### config.mk
export PLATFORM = sky130hd
export DESIGN_NAME = cpu_top
export DESIGN_NICKNAME = d
export VERILOG_FILES = /design/src/hw/cpu_pkg.sv /design/src/hw/cpu_ctrl_if.sv /design/src/hw/cpu_top.sv /design/src/hw/datapath.sv /design/src/hw/instr_decoder.sv /design/src/hw/sequencer.sv
export VERILOG_INCLUDE_DIRS = /design/src /design/src/include
export SDC_FILE = /design/constraint.sdc
export NUM_CORES = 1
export LEC_CHECK = 0
export ABC_AREA = 1
export BUFFER_PORTS_ARGS = -buffer_cell sky130_fd_sc_hd__buf_2
export CAP_MARGIN = 20
export CELL_PAD_IN_SITES_DETAIL_PLACEMENT = 0
export CELL_PAD_IN_SITES_GLOBAL_PLACEMENT = 1
export CORE_ASPECT_RATIO = 0.75
export CORE_MARGIN = 10
export CORE_UTILIZATION = 48
export DETAILED_ROUTE_END_ITERATION = 8
export PLACE_DENSITY_LB_ADDON = 0.15
export SLEW_MARGIN = 20
export SYNTH_ARGS = -nofsm -noshare
export SYNTH_HDL_FRONTEND = slang
export SYNTH_SLANG_ARGS = --single-unit
### constraint.sdc
create_clock -name clk -period 3.7 [get_ports clk]
set_input_delay 0 -clock clk [delete_from_list [all_inputs] [get_ports clk]]
set_output_delay 0 -clock clk [all_outputs]
set_load 0.05 [all_outputs]
### src/include/cpu_config.svh
`ifndef CPU_CONFIG_SVH
`define CPU_CONFIG_SVH

// instruction and data word width
`define CPU_WORD_W 16

// memory address and pc width
`define CPU_ADDR_W 8

// general register file
`define CPU_NUM_REGS 8
`define CPU_REG_IDX_W 3

`endif

### src/hw/cpu_pkg.sv
package cpu_pkg;

    // major opcode in instruction bits 15:13
    typedef enum logic [2:0] {
        op_ldr  = 3'b011,
        op_str  = 3'b100,
        op_alu  = 3'b101,
        op_mov  = 3'b110,
        op_halt = 3'b111
    } opcode_e;

    // operation field in bits 12:11
    // op_mov uses alu_and for the immediate form and alu_add for the register form
    typedef enum logic [1:0] {
        alu_add = 2'b00,
        alu_cmp = 2'b01,
        alu_and = 2'b10,
        alu_mvn = 2'b11
    } alu_op_e;

    typedef enum logic [1:0] {
        wb_result = 2'b00,
        wb_imm8   = 2'b10,
        wb_mem    = 2'b11
    } wb_src_e;

    typedef enum logic [1:0] {
        sel_rm = 2'b00,
        sel_rd = 2'b01,
        sel_rn = 2'b10
    } reg_sel_e;

    typedef enum logic [3:0] {
        st_reset,
        st_pc_load,
        st_read_wait,
        st_ir_load,
        st_decode,
        st_read_a,
        st_read_b,
        st_exec,
        st_exec_store,
        st_addr_load,
        st_mem_read,
        st_write_back,
        st_mem_write,
        st_halt
    } seq_state_e;

endpackage : cpu_pkg

### src/hw/cpu_ctrl_if.sv
`timescale 1ns/10ps

interface cpu_ctrl_if import cpu_pkg::*; ();

    reg_sel_e reg_sel;
    wb_src_e  wb_src;
    logic     reg_wr_en;

    // operand registers and ALU input muxes
    logic     load_a;
    logic     load_b;
    logic     zero_a;
    logic     use_imm5;

    logic     load_c;
    logic     load_status;

    modport ctrl (
        output reg_sel, wb_src, reg_wr_en,
        output load_a, load_b, zero_a, use_imm5,
        output load_c, load_status
    );

    modport dp (
        input reg_sel, wb_src, reg_wr_en,
        input load_a, load_b, zero_a, use_imm5,
        input load_c, load_status
    );

endinterface : cpu_ctrl_if

### src/hw/cpu_top.sv
`timescale 1ns/10ps
`include "cpu_config.svh"

module cpu_top import cpu_pkg::*; (
    input  logic                   clk,
    input  logic                   rst_n,
    input  logic [`CPU_ADDR_W-1:0] start_pc,
    input  logic [`CPU_WORD_W-1:0] mem_rdata,
    output logic [`CPU_ADDR_W-1:0] mem_addr,
    output logic                   mem_wr_en,
    output logic [`CPU_WORD_W-1:0] mem_wdata,
    output logic [`CPU_WORD_W-1:0] result,
    output logic                   flag_z,
    output logic                   flag_n,
    output logic                   flag_v,
    output logic                   halted
);

    logic [`CPU_ADDR_W-1:0]    pc;
    logic [`CPU_WORD_W-1:0]    ir;
    logic [`CPU_ADDR_W-1:0]    data_addr;
    opcode_e                   opcode;
    alu_op_e                   alu_op;
    logic [`CPU_REG_IDX_W-1:0] reg_idx;
    logic [`CPU_WORD_W-1:0]    imm8_sx;
    logic [`CPU_WORD_W-1:0]    imm5_sx;
    logic                      load_ir;
    logic                      load_pc;
    logic                      restart_pc;
    logic                      load_addr;
    logic                      use_pc_addr;

    cpu_ctrl_if ctrl_bus ();

    // pc follows start_pc during reset so the first fetch sees it
    always_ff @(posedge clk) begin
        if (!rst_n) begin
            pc <= start_pc;
        end else if (load_pc) begin
            pc <= restart_pc ? start_pc : pc + 1'b1;
        end
    end

    always_ff @(posedge clk) begin
        if (load_ir) begin
            ir <= mem_rdata;
        end
        if (load_addr) begin
            data_addr <= result[`CPU_ADDR_W-1:0];
        end
    end

    assign mem_addr  = use_pc_addr ? pc : data_addr;
    assign mem_wdata = result;

    instr_decoder i_decoder (
        .ir      (ir),
        .ctrl    (ctrl_bus.dp),
        .opcode  (opcode),
        .alu_op  (alu_op),
        .reg_idx (reg_idx),
        .imm8_sx (imm8_sx),
        .imm5_sx (imm5_sx)
    );

    sequencer i_sequencer (
        .clk         (clk),
        .rst_n       (rst_n),
        .opcode      (opcode),
        .alu_op      (alu_op),
        .ctrl        (ctrl_bus.ctrl),
        .load_ir     (load_ir),
        .load_pc     (load_pc),
        .restart_pc  (restart_pc),
        .load_addr   (load_addr),
        .use_pc_addr (use_pc_addr),
        .mem_wr_en   (mem_wr_en),
        .halted      (halted)
    );

    datapath i_datapath (
        .clk       (clk),
        .rst_n     (rst_n),
        .ctrl      (ctrl_bus.dp),
        .alu_op    (alu_op),
        .reg_idx   (reg_idx),
        .imm8_sx   (imm8_sx),
        .imm5_sx   (imm5_sx),
        .mem_rdata (mem_rdata),
        .result    (result),
        .flag_z    (flag_z),
        .flag_n    (flag_n),
        .flag_v    (flag_v)
    );

endmodule : cpu_top

### src/hw/datapath.sv
`timescale 1ns/10ps
`include "cpu_config.svh"

module datapath import cpu_pkg::*; (
    input  logic                      clk,
    input  logic                      rst_n,
    cpu_ctrl_if.dp                    ctrl,
    input  alu_op_e                   alu_op,
    input  logic [`CPU_REG_IDX_W-1:0] reg_idx,
    input  logic [`CPU_WORD_W-1:0]    imm8_sx,
    input  logic [`CPU_WORD_W-1:0]    imm5_sx,
    input  logic [`CPU_WORD_W-1:0]    mem_rdata,
    output logic [`CPU_WORD_W-1:0]    result,
    output logic                      flag_z,
    output logic                      flag_n,
    output logic                      flag_v
);

    logic [`CPU_WORD_W-1:0] regs [`CPU_NUM_REGS];
    logic [`CPU_WORD_W-1:0] rd_data;
    logic [`CPU_WORD_W-1:0] wr_data;
    logic [`CPU_WORD_W-1:0] reg_a;
    logic [`CPU_WORD_W-1:0] reg_b;
    logic [`CPU_WORD_W-1:0] alu_a;
    logic [`CPU_WORD_W-1:0] alu_b;
    logic [`CPU_WORD_W-1:0] alu_out;
    logic [`CPU_WORD_W-1:0] diff;
    logic                   cmp_z;
    logic                   cmp_v;
    logic                   cmp_n;

    // the read port and the write port share reg_idx
    assign rd_data = regs[reg_idx];

    always_comb begin
        case (ctrl.wb_src)
            wb_imm8: wr_data = imm8_sx;
            wb_mem:  wr_data = mem_rdata;
            default: wr_data = result;
        endcase
    end

    always_ff @(posedge clk) begin
        if (ctrl.reg_wr_en) begin
            regs[reg_idx] <= wr_data;
        end
    end

    always_ff @(posedge clk) begin
        if (ctrl.load_a) begin
            reg_a <= rd_data;
        end
        if (ctrl.load_b) begin
            reg_b <= rd_data;
        end
    end

    assign alu_a = ctrl.zero_a ? '0 : reg_a;
    assign alu_b = ctrl.use_imm5 ? imm5_sx : reg_b;
    assign diff  = alu_a - alu_b;

    always_comb begin
        case (alu_op)
            alu_add: alu_out = alu_a + alu_b;
            alu_cmp: alu_out = diff;
            alu_and: alu_out = alu_a & alu_b;
            default: alu_out = ~alu_b;
        endcase
    end

    // Z has priority over V and V over N
    assign cmp_z = (diff == '0);
    assign cmp_v = !cmp_z && (alu_a[`CPU_WORD_W-1] != alu_b[`CPU_WORD_W-1])
                   && (diff[`CPU_WORD_W-1] != alu_a[`CPU_WORD_W-1]);
    assign cmp_n = !cmp_z && !cmp_v && diff[`CPU_WORD_W-1];

    always_ff @(posedge clk) begin
        if (ctrl.load_c) begin
            result <= alu_out;
        end
    end

    always_ff @(posedge clk) begin
        if (!rst_n) begin
            flag_z <= 1'b0;
            flag_n <= 1'b0;
            flag_v <= 1'b0;
        end else if (ctrl.load_status) begin
            flag_z <= cmp_z;
            flag_n <= cmp_n;
            flag_v <= cmp_v;
        end
    end

endmodule : datapath

### src/hw/instr_decoder.sv
`timescale 1ns/10ps
`include "cpu_config.svh"

module instr_decoder import cpu_pkg::*; (
    input  logic [`CPU_WORD_W-1:0]    ir,
    cpu_ctrl_if.dp                    ctrl,
    output opcode_e                   opcode,
    output alu_op_e                   alu_op,
    output logic [`CPU_REG_IDX_W-1:0] reg_idx,
    output logic [`CPU_WORD_W-1:0]    imm8_sx,
    output logic [`CPU_WORD_W-1:0]    imm5_sx
);

    assign opcode = opcode_e'(ir[15:13]);
    assign alu_op = alu_op_e'(ir[12:11]);

    assign imm8_sx = {{(`CPU_WORD_W - 8){ir[7]}}, ir[7:0]};
    assign imm5_sx = {{(`CPU_WORD_W - 5){ir[4]}}, ir[4:0]};

    // the shift field in bits 4:3 is ignored
    always_comb begin
        case (ctrl.reg_sel)
            sel_rm:  reg_idx = ir[2:0];
            sel_rd:  reg_idx = ir[7:5];
            sel_rn:  reg_idx = ir[10:8];
            default: reg_idx = '0;
        endcase
    end

endmodule : instr_decoder

### src/hw/sequencer.sv
`timescale 1ns/10ps

module sequencer import cpu_pkg::*; (
    input  logic    clk,
    input  logic    rst_n,
    input  opcode_e opcode,
    input  alu_op_e alu_op,
    cpu_ctrl_if.ctrl ctrl,
    output logic    load_ir,
    output logic    load_pc,
    output logic    restart_pc,
    output logic    load_addr,
    output logic    use_pc_addr,
    output logic    mem_wr_en,
    output logic    halted
);

    seq_state_e state;
    seq_state_e state_next;
    logic       is_mem_op;
    logic       is_cmp;

    assign is_mem_op = (opcode == op_ldr) || (opcode == op_str);
    assign is_cmp    = (opcode == op_alu) && (alu_op == alu_cmp);

    always_ff @(posedge clk) begin
        if (!rst_n) begin
            state <= st_reset;
        end else begin
            state <= state_next;
        end
    end

    always_comb begin
        state_next = state;
        case (state)
            // the reset state doubles as the first pc load
            st_reset:     state_next = st_read_wait;
            st_pc_load:   state_next = st_read_wait;
            st_read_wait: state_next = st_ir_load;
            st_ir_load:   state_next = st_decode;
            st_decode: begin
                case (opcode)
                    op_mov: begin
                        if (alu_op == alu_and) begin
                            state_next = st_write_back;
                        end else if (alu_op == alu_add) begin
                            state_next = st_read_b;
                        end else begin
                            state_next = st_halt;
                        end
                    end
                    op_alu:         state_next = (alu_op == alu_mvn) ? st_read_b : st_read_a;
                    op_ldr, op_str: state_next = st_read_a;
                    default:        state_next = st_halt;
                endcase
            end
            st_read_a:     state_next = is_mem_op ? st_exec : st_read_b;
            st_read_b:     state_next = (opcode == op_str) ? st_exec_store : st_exec;
            st_exec: begin
                if (is_mem_op) begin
                    state_next = st_addr_load;
                end else if (is_cmp) begin
                    state_next = st_pc_load;
                end else begin
                    state_next = st_write_back;
                end
            end
            // STR reads its data register only after the address is latched
            st_addr_load:  state_next = (opcode == op_ldr) ? st_mem_read : st_read_b;
            st_mem_read:   state_next = st_write_back;
            st_write_back: state_next = st_pc_load;
            st_exec_store: state_next = st_mem_write;
            st_mem_write:  state_next = st_pc_load;
            st_halt:       state_next = st_halt;
            default:       state_next = st_halt;
        endcase
    end

    always_comb begin
        ctrl.reg_sel     = sel_rm;
        ctrl.wb_src      = wb_result;
        ctrl.reg_wr_en   = 1'b0;
        ctrl.load_a      = 1'b0;
        ctrl.load_b      = 1'b0;
        ctrl.zero_a      = 1'b0;
        ctrl.use_imm5    = 1'b0;
        ctrl.load_c      = 1'b0;
        ctrl.load_status = 1'b0;
        load_ir          = 1'b0;
        load_pc          = 1'b0;
        restart_pc       = 1'b0;
        load_addr        = 1'b0;
        use_pc_addr      = 1'b1;
        mem_wr_en        = 1'b0;
        halted           = 1'b0;
        case (state)
            st_reset: begin
                load_pc    = 1'b1;
                restart_pc = 1'b1;
            end
            st_pc_load: load_pc = 1'b1;
            st_ir_load: load_ir = 1'b1;
            st_read_a: begin
                ctrl.reg_sel = sel_rn;
                ctrl.load_a  = 1'b1;
            end
            st_read_b: begin
                ctrl.reg_sel = (opcode == op_str) ? sel_rd : sel_rm;
                ctrl.load_b  = 1'b1;
            end
            st_exec: begin
                ctrl.zero_a      = (opcode == op_mov);
                ctrl.use_imm5    = is_mem_op;
                ctrl.load_c      = !is_cmp;
                // CMP only updates the flags
                ctrl.load_status = is_cmp;
            end
            st_exec_store: begin
                ctrl.zero_a = 1'b1;
                ctrl.load_c = 1'b1;
            end
            st_addr_load: load_addr = 1'b1;
            st_mem_read:  use_pc_addr = 1'b0;
            st_write_back: begin
                ctrl.reg_wr_en = 1'b1;
                if (opcode == op_mov && alu_op == alu_and) begin
                    ctrl.reg_sel = sel_rn;
                    ctrl.wb_src  = wb_imm8;
                end else if (opcode == op_ldr) begin
                    ctrl.reg_sel = sel_rd;
                    ctrl.wb_src  = wb_mem;
                end else begin
                    ctrl.reg_sel = sel_rd;
                end
            end
            st_mem_write: begin
                use_pc_addr = 1'b0;
                mem_wr_en   = 1'b1;
            end
            st_halt: halted = 1'b1;
            default: ;
        endcase
    end

endmodule : sequencer

==> results_dict.tcl <==
set metrics [dict create \
    m1WireLength_um 15600 \
    wl_per_cell_um 19.8 \
    power_mw 7.21 \
    viasPerCell 5.46 \
    synth_top_area_share 0.565 \
    cts_tree "built" \
    critPathSlowestCell "edfxtp_1" \
    fin_worst_skew_ps 22.8 \
    syn_to_final_growth_pct 19.1 \
    synth_ff_type "edfxtp_1" \
    yosysMostFrequentCell "nand2_1" \
    fin_nets 1354 \
    synth_nets 1205 \
    synth-edff-count 208 \
    critPathLaunch "ir[15]" \
    dr.pass1.iters 6 \
    clock_latency_ps 510 \
    drc 0 \
    tightest_slew_ps 1050 \
    place_hpwl_um 23300 \
    clkTransAtPathRegs_ps 60 \
    async_flop_share 0 \
    cts-root-buf "clkbuf_16" \
    synth_area_um2 11000 \
    power_density_nw_per_um2 548 \
    ys_top_cells_by_area "edfxtp_1 (57%), nand2_1 (7.4%), nor2_1 (5.2%)" \
    numPortBuffers 70 \
    grt-ovfl-total 0 \
    syn_inst 1144 \
    die_w_um 195 \
    drive_above_1_share 0.188 \
    p_switching_mw 2.42 \
    postPlaceCellArea_um2 12000 \
    cp_common_cell "inv_1" \
    rsz0062_at_grt "yes" \
    postRouteAntennaNets 0 \
    final_area_um2 13200 \
    routed.top_layer "met4" \
    outcome "finished, final reports clean" \
    clockBufferDepth 3 \
    cp.depth 23 \
    ys_seq_area_frac 0.578 \
    cp-start-kind "register" \
    routed_wl_um 31700 \
    setup_viol 0 \
    seqPwrFrac 0.416 \
    p_leak_nw 5.45 \
    required_ps 4090 \
    grt_pass1_vias 8330 \
    synth_cell_types 47 \
    avgSynthCellArea_um2 9.66 \
    drv_cap 0 \
    n_antenna_cell 0 \
    start_util 0.494 \
    grt_max_degree 61 \
    min_from "mem_rdata[3]" \
    combPwrFrac 0.281 \
    ir_worst_vdd_uv 299 \
    clock_sinks 215 \
    clkPwrFrac 0.303 \
    crit_chain "inv_1 > nor2_1 > inv_1 > nor2_2 > inv_1 > nand2_1 > nand2_4 > buf_4 > clkinvlp_4 > o21ai_1 > inv_1 > ha_1 > inv_1 > a21oi_1 > o21ai_0 > a21oi_2 > nand2_1 > nand2_1 > nand2_1 > nor2_1 > nand2_2 > nand3_1 > a21oi_1" \
    cts_inserted_buffers 23 \
    drt_iter0_markers 802 \
    cp_max_fo 7 \
    worst_ep_arrival_time_ps 3910 \
    slew_headroom 0.302 \
    num_io_pins 71 \
    gp_congestion 0.946 \
    grt_usage 0.209 \
    cp-end-kind "register" \
    intPower_mw 4.79 \
    r2r_start "ir[15]" \
    p_sw_frac 0.336 \
    fin_crit_sh 0.952 \
    synth_common_cells "nand2_1 (218), edfxtp_1 (208), nor2_1 (153), inv_1 (142), o21ai_0 (83)" \
    synth_seq_cells 215 \
    path_delay_family "simple AND/OR/NAND/NOR gates" \
    vias 8741 \
    report.final.slew_viol_count 0 \
    whs_ps 219 \
    hold_viol 0 \
    period_needed_ps 3520 \
    hold_path.class "in -> reg" \
    yosys.area.top_type "edfxtp_1" \
    grt_pass1_wl_um 48500 \
    crit_buf_inv 7 \
    yosys_warnings 0 \
    met2_length_um 13200 \
    die_height_um 151 \
    route.met3.wl_um 2480 \
    critical-path-max-stage-delay_ps 420 \
    antenna_found_initial 0 \
    fmax_mhz 284 \
    die-area_um2 29500 \
    coreArea_um2 22300 \
    rows 47 \
    worstSetupPathType "reg -> reg" \
    hold_depth 2 \
    htreeDepth 1 \
    reg2reg_depth 23 \
    final_core_util 0.589 \
]
==> sequential cells by signal, indices dropped and copies added (netlist names), 4 cells and up <==
register,cells
data_addr,8
i_sequencer.state,4
ir,16
i_datapath.result,16
pc,8
i_datapath.regs,128
i_datapath.reg_a,16
i_datapath.reg_b,16
==> cells in the final DEF (no fill, tap or decap), drive strengths merged, types with 11 or more instances in the layout <==
| cell | synthesis | final |
|---|---|---|
| nor3 | 11 | 11 |
| o211ai | 33 | 33 |
| clkbuf | 19 | 33 |
| or2 | 15 | 15 |
| nand2 | 223 | 223 |
| dlygate4sd3 | 0 | 25 |
| a21oi | 47 | 47 |
| nand4 | 24 | 24 |
| nor2 | 160 | 160 |
| ha | 33 | 33 |
| buf | 29 | 145 |
| inv | 147 | 147 |
| edfxtp | 208 | 208 |
| nand3 | 45 | 45 |
| o21ai | 86 | 86 |
| a22oi | 17 | 17 |
==> what timing repair did <==
item,4_1_cts,5_1_grt
buffers inserted,0,3
gates resized for setup,2,44
cloned,0,2
pin swaps,0,1
setup endpoints to repair,2,12
hold buffers,25,0
hold endpoints to repair,30,0
==> routing by layer <==
layer | GRT usage | vias up
li1 | - | 4203
met1 | 0.316 | 4159
met2 | 0.307 | 349
met3 | 0.0393 | 30
met4 | 0.0373 | 0
met5 | 0 | -
==> power by group through the flow <==
stage / Sequential, mW / Combinational [mW] / Clock [mW]
after global placement: 3.05 / 1.94 / 0
after detailed placement: 3.05 / 1.95 / 0
after global routing: 3.01 / 2.23 / 2.32
after CTS: 3.00 / 1.98 / 2.22
after floorplan: 3.06 / 1.30 / 0
final: 3.00 / 2.03 / 2.19
==> final cells by class <==
class	instances	area, µm²
timing repair inverter	2	15.0
fill	1956	9190
timing repair buffer	170	1180
inverter	149	563
multi-input combinational	732	3940
sequential	215	6390
tap	294	368
clock inverter	7	70.1
clock buffer	33	643
==> worst paths after layout <==
path	endpoint	slack [ps]
min reg2reg	i_datapath.flag_v	470
max	i_datapath.flag_v	180
min	ir[3]	220
max reg2reg	i_datapath.flag_v	180
==> kinds of logic (layout without fill, tap and decap cells) <==
kind of cell,after synthesis,after routing,synth area share
AO/OA/AOI/OAI,206,206,0.113
adder cells (fa/ha/maj),35,35,0.0410
flip-flops,215,215,0.578
buffers and inverters,197,361,0.0755
XOR/XNOR,6,6,0.00476
multiplexers,2,2,0.00181
AND/OR/NAND/NOR,483,483,0.186
==> through the flow <==
step / TNS [ps] / instances / setup WS, ps
floorplan: 0 / 1144 / 416
global placement: 0 / 1532 / 90.5
detailed placement: -44.5 / 1532 / -41.4
CTS: 0 / 1597 / 54.0
global route: -80.8 / 1602 / -44.8
finish: 0 / 1602 / 176
==> worst reg2reg max path: stages, from the launching register on <==
cell and delay (ps):
edfxtp_1 420, inv_1 80, nor2_1 40, inv_1 120, nor2_2 60, inv_1 60, nand2_1 90, nand2_4 150
buf_4 160, clkinvlp_4 160, o21ai_1 250, inv_1 80, ha_1 350, inv_1 100, a21oi_1 210, o21ai_0 180
a21oi_2 200, nand2_1 110, nand2_1 70, nand2_1 100, nor2_1 150, nand2_2 90, nand3_1 110, a21oi_1 70
No activity file was read; power rests on OpenSTA's default activity.
